--- src/rtl/csr_reg_pkg.sv ---
////////////////////////////////////////
// machine-level CSR map, M mode only
// wb_o.rdt is fixed at WB_XLEN bits
////////////////////////////////////////

package csr_reg_pkg;

  ////////////////////////////////////////
  // address descriptor fields
  ////////////////////////////////////////

  // csr[11:10], access class
  typedef enum logic [1:0] {
    ACCESS_RW0 = 2'b00,  // read/write
    ACCESS_RW1 = 2'b01,  // read/write
    ACCESS_RW2 = 2'b10,  // read/write
    ACCESS_RO3 = 2'b11   // read-only
  } csr_perm_t;

  // csr[9:8], lowest level allowed to access
  typedef enum logic [1:0] {
    LVL_U = 2'b00,  // user
    LVL_S = 2'b01,  // supervisor
    LVL_R = 2'b10,  // reserved (hypervisor)
    LVL_M = 2'b11   // machine
  } isa_level_t;

  // one 12-bit CSR address, seen as a number or as a descriptor
  typedef union packed {
    logic [11:0] idx;        // raw index for address compare
    struct packed {
      csr_perm_t  perm;
      isa_level_t level;
      logic [7:0] num;
    } fld;                   // access descriptor view
  } csr_adr_ut;

  // implemented machine registers
  localparam logic [11:0] ADR_MISA     = 12'h301;
  localparam logic [11:0] ADR_MTVEC    = 12'h305;
  localparam logic [11:0] ADR_MSCRATCH = 12'h340;
  localparam logic [11:0] ADR_MEPC     = 12'h341;
  localparam logic [11:0] ADR_MCAUSE   = 12'h342;
  localparam logic [11:0] ADR_MHARTID  = 12'hF14;  // read-only by perm

  localparam int unsigned WB_XLEN = 32;  // writeback data width

  // writeback to the core
  typedef struct packed {
    logic               vld;  // result valid, one cycle
    logic               ill;  // illegal access
    logic [4:0]         rd;   // destination GPR
    logic [WB_XLEN-1:0] rdt;  // old CSR value
  } csr_wb_t;

endpackage
--- src/rtl/csr_isa_pkg.sv ---
////////////////////////////////////////
// Zicsr instruction encoding and the
// decoded control word
////////////////////////////////////////

package csr_isa_pkg;

  localparam logic [6:0] OPC_SYSTEM = 7'b1110011;  // major opcode

  // I-type field layout of a SYSTEM instruction
  typedef struct packed {
    logic [11:0] csr;     // CSR address
    logic [4:0]  rs1;     // source GPR or uimm
    logic [2:0]  funct3;  // operation and source
    logic [4:0]  rd;      // destination GPR
    logic [6:0]  opcode;
  } inst_sys_t;

  // encoding matches funct3[1:0]
  typedef enum logic [1:0] {
    CSR_RW  = 2'b01,  // read/write
    CSR_SET = 2'b10,  // read and set bits
    CSR_CLR = 2'b11   // read and clear bits
  } csr_op_t;

  // encoding matches funct3[2]
  typedef enum logic {
    CSR_REG = 1'b0,  // rs1 data
    CSR_IMM = 1'b1   // zero-extended uimm
  } csr_src_t;

  ////////////////////////////////////////
  // decoded control, 28 bits
  ////////////////////////////////////////
  typedef struct packed {
    logic                   vld;  // csr operation present
    csr_op_t                op;
    csr_src_t               src;
    logic [4:0]             imm;  // uimm, also the rs1 index
    logic [4:0]             rd;
    csr_reg_pkg::csr_adr_ut adr;
    logic                   ren;  // read has a side to report
    logic                   wen;  // write requested
  } ctl_csr_t;

endpackage

--- src/rtl/csr_unit.sv ---
////////////////////////////////////////
// M-mode Zicsr unit top
// decode -> execute -> result
////////////////////////////////////////

`timescale 1ns/1ns

module csr_unit #(
  parameter int unsigned     XLEN    = 32,
  parameter logic [XLEN-1:0] MTVEC   = XLEN'(32'h0000_0100),
  parameter logic [XLEN-1:0] HART_ID = '0
)(
  input  logic                 clk,
  input  logic                 rst,
  // instruction strobe
  input  logic                 inst_vld_i,
  input  logic [31:0]          inst_i,
  input  logic [XLEN-1:0]      rs1_i,
  // trap request
  input  logic                 trap_i,
  input  logic [XLEN-1:0]      cause_i,
  input  logic [XLEN-1:0]      epc_i,
  // results
  output csr_reg_pkg::csr_wb_t wb_o,
  output logic [XLEN-1:0]      tvec_o,
  output logic [XLEN-1:0]      epc_o
);

  csr_isa_pkg::ctl_csr_t ctl;  // decoded control
  logic [XLEN-1:0]       rdt;  // old csr value
  logic                  ill;

  csr_decode u_decode (
    .inst_vld_i (inst_vld_i),
    .inst_i     (inst_i),
    .ctl_o      (ctl)
  );

  csr_file #(
    .XLEN    (XLEN),
    .MTVEC   (MTVEC),
    .HART_ID (HART_ID)
  ) u_file (
    .clk     (clk),
    .rst     (rst),
    .ctl_i   (ctl),
    .rs1_i   (rs1_i),
    .trap_i  (trap_i),
    .cause_i (cause_i),
    .epc_i   (epc_i),
    .rdt_o   (rdt),
    .ill_o   (ill),
    .tvec_o  (tvec_o),
    .epc_o   (epc_o)
  );

  // vld and rd bypass execute straight into the result stage
  csr_result #(
    .XLEN (XLEN)
  ) u_result (
    .clk    (clk),
    .rst    (rst),
    .vld_i  (ctl.vld),
    .rd_i   (ctl.rd),
    .rdt_i  (rdt),
    .ill_i  (ill),
    .trap_i (trap_i),
    .wb_o   (wb_o)
  );

endmodule

--- src/rtl/csr_result.sv ---
////////////////////////////////////////
// result register, one cycle of latency
// no back-pressure on wb_o
////////////////////////////////////////

`timescale 1ns/1ns

module csr_result #(
  parameter int unsigned XLEN = 32
)(
  input  logic                 clk,
  input  logic                 rst,
  input  logic                 vld_i,   // decoded csr op
  input  logic [4:0]           rd_i,
  input  logic [XLEN-1:0]      rdt_i,   // old value from execute
  input  logic                 ill_i,
  input  logic                 trap_i,  // cancels this cycle's op
  output csr_reg_pkg::csr_wb_t wb_o
);

  localparam int unsigned WBW = csr_reg_pkg::WB_XLEN;

  logic            vld_q;
  logic            ill_q;
  logic [4:0]      rd_q;
  logic [XLEN-1:0] rdt_q;

  // control, pulses for one cycle
  always_ff @(posedge clk, posedge rst) begin
    if (rst) begin
      vld_q <= 1'b0;
      ill_q <= 1'b0;
    end else begin
      vld_q <= vld_i & ~trap_i;
      ill_q <= vld_i & ~trap_i & ill_i;
    end
  end

  // payload, loaded with a live op only
  always_ff @(posedge clk) begin
    if (vld_i) begin
      rd_q  <= rd_i;
      rdt_q <= ill_i ? '0 : rdt_i;  // no data leaks on illegal
    end
  end

  always_comb begin
    wb_o.vld = vld_q;
    wb_o.ill = ill_q;
    wb_o.rd  = rd_q;
    wb_o.rdt = WBW'(rdt_q);  // low word at XLEN 64
  end

endmodule

--- src/rtl/csr_file.sv ---
////////////////////////////////////////
// execute stage, M-mode registers only
// misa is fixed, writes to it are ignored
////////////////////////////////////////

`timescale 1ns/1ns

module csr_file #(
  parameter int unsigned     XLEN    = 32,
  parameter logic [XLEN-1:0] MTVEC   = '0,  // trap vector after reset
  parameter logic [XLEN-1:0] HART_ID = '0   // mhartid value
)(
  input  logic                  clk,
  input  logic                  rst,
  input  csr_isa_pkg::ctl_csr_t ctl_i,    // decoded control
  input  logic [XLEN-1:0]       rs1_i,    // GPR source data
  input  logic                  trap_i,   // one-cycle trap request
  input  logic [XLEN-1:0]       cause_i,
  input  logic [XLEN-1:0]       epc_i,
  output logic [XLEN-1:0]       rdt_o,    // old value, comb
  output logic                  ill_o,    // illegal access
  output logic [XLEN-1:0]       tvec_o,
  output logic [XLEN-1:0]       epc_o
);

  // MXL field, 1 for RV32, 2 for RV64
  localparam logic [1:0]      MXL  = (XLEN == 64) ? 2'd2 : 2'd1;
  // base integer ISA, extension bit I only
  localparam logic [XLEN-1:0] MISA = {MXL, {(XLEN-28){1'b0}}, 26'h000_0100};

  logic [XLEN-1:0] mscratch_q;
  logic [XLEN-1:0] mtvec_q;
  logic [XLEN-1:0] mepc_q;
  logic [XLEN-1:0] mcause_q;

  logic            hit;     // address implemented
  logic [XLEN-1:0] old;     // current value at adr
  logic            ro;      // perm says read-only
  logic            lvl_ok;  // level field is M
  logic [XLEN-1:0] msk;     // operand, rs1 or uimm
  logic [XLEN-1:0] wdt;     // new value
  logic            we;      // commit the write

  ////////////////////////////////////////
  // address decode and read
  ////////////////////////////////////////

  always_comb begin
    hit = 1'b1;
    case (ctl_i.adr.idx)
      csr_reg_pkg::ADR_MISA:     old = MISA;
      csr_reg_pkg::ADR_MSCRATCH: old = mscratch_q;
      csr_reg_pkg::ADR_MTVEC:    old = mtvec_q;
      csr_reg_pkg::ADR_MEPC:     old = mepc_q;
      csr_reg_pkg::ADR_MCAUSE:   old = mcause_q;
      csr_reg_pkg::ADR_MHARTID:  old = HART_ID;
      default: begin
        hit = 1'b0;  // unimplemented
        old = '0;
      end
    endcase
  end

  // descriptor view of the same address word
  assign ro     = (ctl_i.adr.fld.perm == csr_reg_pkg::ACCESS_RO3);
  assign lvl_ok = (ctl_i.adr.fld.level == csr_reg_pkg::LVL_M);

  assign ill_o = ctl_i.vld & (~hit | ~lvl_ok | (ctl_i.wen & ro));

  assign rdt_o = ctl_i.ren ? old : '0;  // nothing to report on csrrw x0

  ////////////////////////////////////////
  // operation
  ////////////////////////////////////////

  always_comb begin
    case (ctl_i.src)
      csr_isa_pkg::CSR_IMM: msk = XLEN'(ctl_i.imm);  // zero extended
      default:              msk = rs1_i;
    endcase
  end

  always_comb begin
    case (ctl_i.op)
      csr_isa_pkg::CSR_RW:  wdt = msk;
      csr_isa_pkg::CSR_SET: wdt = old | msk;
      csr_isa_pkg::CSR_CLR: wdt = old & ~msk;
      default:              wdt = old;  // unused encoding
    endcase
  end

  // a trap in the same cycle drops the instruction
  assign we = ctl_i.vld & ctl_i.wen & ~ill_o & ~trap_i;

  always_ff @(posedge clk, posedge rst) begin
    if (rst) begin
      mscratch_q <= '0;
      mtvec_q    <= MTVEC;
      mepc_q     <= '0;
      mcause_q   <= '0;
    end else if (trap_i) begin
      mepc_q   <= epc_i;    // trap wins
      mcause_q <= cause_i;
    end else if (we) begin
      case (ctl_i.adr.idx)
        csr_reg_pkg::ADR_MSCRATCH: mscratch_q <= wdt;
        csr_reg_pkg::ADR_MTVEC:    mtvec_q    <= wdt;
        csr_reg_pkg::ADR_MEPC:     mepc_q     <= wdt;
        csr_reg_pkg::ADR_MCAUSE:   mcause_q   <= wdt;
        default: begin
          // misa fixed, mhartid never gets here
        end
      endcase
    end
  end

  assign tvec_o = mtvec_q;
  assign epc_o  = mepc_q;

endmodule

--- src/rtl/csr_decode.sv ---
////////////////////////////////////////
// SYSTEM decode, purely combinational
// non-CSR SYSTEM ops give vld low
////////////////////////////////////////

`timescale 1ns/1ns

module csr_decode (
  input  logic                  inst_vld_i,  // single-cycle strobe
  input  logic [31:0]           inst_i,
  output csr_isa_pkg::ctl_csr_t ctl_o
);

  csr_isa_pkg::inst_sys_t inst;   // field view of inst_i
  logic                   sys;    // SYSTEM major opcode
  logic                   zicsr;  // funct3 names a CSR op

  assign inst = inst_i;
  assign sys  = (inst.opcode == csr_isa_pkg::OPC_SYSTEM);

  always_comb begin
    ctl_o = '0;
    zicsr = 1'b1;

    // operation and source from funct3
    case (inst.funct3)
      3'b001: begin
        ctl_o.op  = csr_isa_pkg::CSR_RW;   // csrrw
        ctl_o.src = csr_isa_pkg::CSR_REG;
      end
      3'b010: begin
        ctl_o.op  = csr_isa_pkg::CSR_SET;  // csrrs
        ctl_o.src = csr_isa_pkg::CSR_REG;
      end
      3'b011: begin
        ctl_o.op  = csr_isa_pkg::CSR_CLR;  // csrrc
        ctl_o.src = csr_isa_pkg::CSR_REG;
      end
      3'b101: begin
        ctl_o.op  = csr_isa_pkg::CSR_RW;   // csrrwi
        ctl_o.src = csr_isa_pkg::CSR_IMM;
      end
      3'b110: begin
        ctl_o.op  = csr_isa_pkg::CSR_SET;  // csrrsi
        ctl_o.src = csr_isa_pkg::CSR_IMM;
      end
      3'b111: begin
        ctl_o.op  = csr_isa_pkg::CSR_CLR;  // csrrci
        ctl_o.src = csr_isa_pkg::CSR_IMM;
      end
      default: begin
        zicsr = 1'b0;  // ecall/ebreak/xret/wfi, reserved
      end
    endcase

    ctl_o.vld     = inst_vld_i & sys & zicsr;
    ctl_o.imm     = inst.rs1;  // uimm shares the rs1 slot
    ctl_o.rd      = inst.rd;
    ctl_o.adr.idx = inst.csr;

    // csrrw to x0 reads nothing visible
    ctl_o.ren = ctl_o.vld &
                ~((ctl_o.op == csr_isa_pkg::CSR_RW) && (inst.rd == 5'd0));

    // set/clear with x0 or zero uimm must not write,
    // keeps reads of read-only registers legal
    ctl_o.wen = ctl_o.vld &
                ~((ctl_o.op != csr_isa_pkg::CSR_RW) && (inst.rs1 == 5'd0));
  end

endmodule

--- config.mk ---
export PLATFORM = sky130hd
export DESIGN_NAME = csr_unit
export DESIGN_NICKNAME = d
export VERILOG_FILES = /design/src/rtl/csr_reg_pkg.sv /design/src/rtl/csr_isa_pkg.sv /design/src/rtl/csr_unit.sv /design/src/rtl/csr_result.sv /design/src/rtl/csr_file.sv /design/src/rtl/csr_decode.sv
export SDC_FILE = /design/constraint.sdc
export NUM_CORES = 1
export LEC_CHECK = 0
export ABC_AREA = 1
export BUFFER_PORTS_ARGS = -buffer_cell sky130_fd_sc_hd__buf_2
export CAP_MARGIN = 20
export CORE_ASPECT_RATIO = 0.75
export CORE_MARGIN = 2
export CORE_UTILIZATION = 30
export CTS_CLUSTER_SIZE = 20
export DETAILED_ROUTE_END_ITERATION = 12
export GPL_TIMING_DRIVEN = 1
export PLACE_DENSITY_LB_ADDON = 0.1
export SLEW_MARGIN = 30
export SYNTH_ARGS = -nofsm -noshare
export SYNTH_HDL_FRONTEND = slang
export SYNTH_HIERARCHICAL = 1
export SYNTH_SLANG_ARGS = --single-unit
--- constraint.sdc ---
create_clock -name clk -period 5.47 [get_ports clk]
set_clock_uncertainty 0.2 [all_clocks]
set_input_delay 1.094 -clock clk [delete_from_list [all_inputs] [get_ports clk]]
set_output_delay 1.094 -clock clk [all_outputs]
set_load 0.005 [all_outputs]
==> qor.yml <==
layout:
  drive_gt1_share_pct: 20.5
  area_growth_pct: 18.9
  final_cell_area_mm2: 0.0117
  diodes: 0
  final_nets: 1706
flow_run:
  maxCapViolations: 0
grt:
  grt_max_degree: 93
  grt_util_met3_pct: 6.05
  grt_pass1_wl_mm: 57.8
  grt_util_met1_pct: 36.8
  grt_pass1_vias: 9344
  grt_usage_pct: 22.6
  grt_overflow: 0
  grtUsageMet2_pct: 28.9
  grt-busiest-layer: "met1"
  antenna_found_initial: 0
synthesis:
  synthTopCellsByArea: "dfrtp_1 33%, nand2_1 19%, nand3_1 15%"
  yosysMostFrequentCell: "nand2_1"
  netlist_area_mm2: 0.00986
  syn_inst: 1416
  netlist.area_leader.share_pct: 32.7
  synth.distinct_cells: 29
  synth_edf_count: 37
  synth.avg_cell_area_um2: 6.97
  synth-seq-area-share_pct: 44.3
  synth_top_cell_by_area: "dfrtp_1"
  synthesis.nets: 1548
  synth_common_cells: "503 x nand2_1, 291 x nand3_1, 143 x nor2_1, 129 x dfrtp_1, 85 x inv_1"
  synth_flop_cell: "dfrtp_1"
  async_flop_share_pct: 77.8
  yosysWarnings: 6
  ys_ff_latch: 167
power:
  power_mw: 2.91
  powerDensity_mw_per_mm2: 248
  ir_drop_uv: 146
  power_leakage_nw: 6.42
clock_tree:
  path_clk_slew_ns: 0.07
  cts_hold_buf: 0
  cts_made_buffers: 17
  insertion_delay_ns: 0.44
  cts.sinks: 167
  cts.htree.levels: 4
  root_buffer: "clkbuf_16"
  clockBufferDepth: 2
  cts_tree: "done"
  cts_setup_buffers: 0
  cts_resized: 0
critical_path:
  cp.required_ns: 5.60
  cpMaxStageDelayCell: "inv_1"
  cp-start-kind: "input port"
  endpoint_kind: "flop"
  ff2ff_setup_slack_ns: 3.76
  cp.arrival_ns: 3.89
  critPathMaxFanout: 33
  r2r-start: "u_file/epc_o[3]$_DFFE_PP0P_"
  startpoint: "inst_i[27]"
  crit_path_cell_trace: "buf_2, nor2_1, nand2_1, nor2_4, buf_4, nand2_1, nand2_1, nor2_1, nand2_2, nand4_1, nand2_1, buf_4, inv_1, nand2_1, nand2_1"
  worst-setup-path-type: "in2reg"
  cp_slowest_stage_delay_ns: 0.53
  path_common_cell: "nand2_1"
status:
  status: "complete, no violations"
timing:
  max_freq_ghz: 0.266
  rsz0062_at_grt: "false"
  finalSetupTns_ns: 0
  slew_headroom_pct: 34.7
  period_minus_slack_ns: 3.76
  tightest_slew_ns: 0.978
  fin_hold_ws_ns: 0.274
  hold_violations: 0
  slew_violations: 0
  setup_viol: 0
  final.setup.worst_slack_ns: 1.71
  period_share_pct: 68.7
floorplan:
  start_util_pct: 30.5
  die_width_um: 213
  rows: 57
  core_mm2: 0.0324
  io_pins: 235
  dieHeight_um: 161
  dieArea_mm2: 0.0344
detailed_routing:
  drc: 0
  drt-initial-drc-count: 995
  vias: 9798
  routed_wl_mm: 38.3
  via_per_inst: 4.83
  dr.pass1.iters: 6
  ant_nets: 0
  wl_per_cell_um: 18.9
placement:
  placed_area_mm2: 0.0111
  io_buffers: 234
  place_hpwl_mm: 27.3
  pre_cts_ws_ns: 1.28
  place_congestion: 0.894
worst_hold_path:
  hold_class: "reg2reg"
  hold_start: "u_file/mscratch_q[0]$_DFFE_PP0P_"
[cells in the final DEF (no fill, tap or decap), types with 2 or more instances in the layout]
master     count
nand2_2        4
nor2_4         4
inv_1         80
clkinv_1       2
inv_4          2
nand2_1      503
o21bai_1       7
nand3_1      291
o21ai_0       33
mux2_2         5
clkinv_2       3
inv_6          4
o21ai_1       30
bufinv_16      2
nor2_1       142
nand4_1        3
nand3_2        2
clkbuf_16     17
edfxtp_1      37
nor2_2         7
dfrtp_1      129
buf_12         2
buf_2        234
inv_2         12
clkinv_4       3
buf_4         20
[per-layer routing]
layer	up-vias	share of wire (%)
met5	-	0
met4	0	0.94
met3	22	8.1
met2	336	38
met1	4627	53
li1	4813	-
[cells by family after synthesis]
family	count (synthesis)	share of synthesized area, %
muxes	5	0.571
and+or+nand+nor	958	40.9
xor gates and xnor gates	1	0.0888
AOI/OAI and AO/OA	73	3.94
DFF	167	44.3
buffers and inverters	212	10.2
[power breakdown]
| group | switching (mW) | internal [mW] |
|---|---|---|
| clock | 0.547 | 0.677 |
| sequential | 0.0383 | 1.31 |
| combinational | 0.219 | 0.112 |
[metrics by stage]
stage               util [%]  cells
floorplan                  -   1416
global placement        34.4   1997
detailed placement      34.4   1997
CTS                     36.2   2029
global route            36.2   2029
finish                  36.2   2029
[state kept, by name, indices dropped and copies added, names as in the netlist]
register / count
u_file/epc_o: 32
u_file/tvec_o: 32
u_result/rd_q: 5
u_result/ill_q: 1
u_file/mcause_q: 32
u_result/rdt_q: 32
u_file/mscratch_q: 32
u_result/vld_q: 1
[layout make-up]
| class | count | area, um^2 |
|---|---|---|
| Fill cell | 3633 | 20700 |
| Multi-Input combinational cell | 1037 | 4510 |
| Sequential cell | 167 | 4370 |
| Timing Repair Buffer | 256 | 1360 |
| Tap cell | 442 | 553 |
| Clock buffer | 18 | 429 |
| Inverter | 95 | 362 |
| Clock inverter | 14 | 148 |
[worst max-delay path, delay by kind of cell]
kind	cells	cell delay [ns]
AND/OR/NAND/NOR	11	1.44
buffers and inverters	4	1.35
[worst paths after layout]
| kind | endpoint | cells past startpoint |
|---|---|---|
| min in group asynchronous | u_result/ill_q$_DFF_PP0_ | 2 |
| max in group asynchronous | u_file/tvec_o[0]$_DFFE_PP0P_ | 3 |
| worst min register to register | u_file/mscratch_q[0]$_DFFE_PP0P_ | 2 |
| worst min-delay path | u_file/mscratch_q[0]$_DFFE_PP0P_ | 2 |
| worst max register to register | u_file/mcause_q[3]$_DFFE_PP0P_ | 8 |
| worst max-delay path | u_file/mcause_q[25]$_DFFE_PP0P_ | 15 |
(Power assumes the default switching activity.)
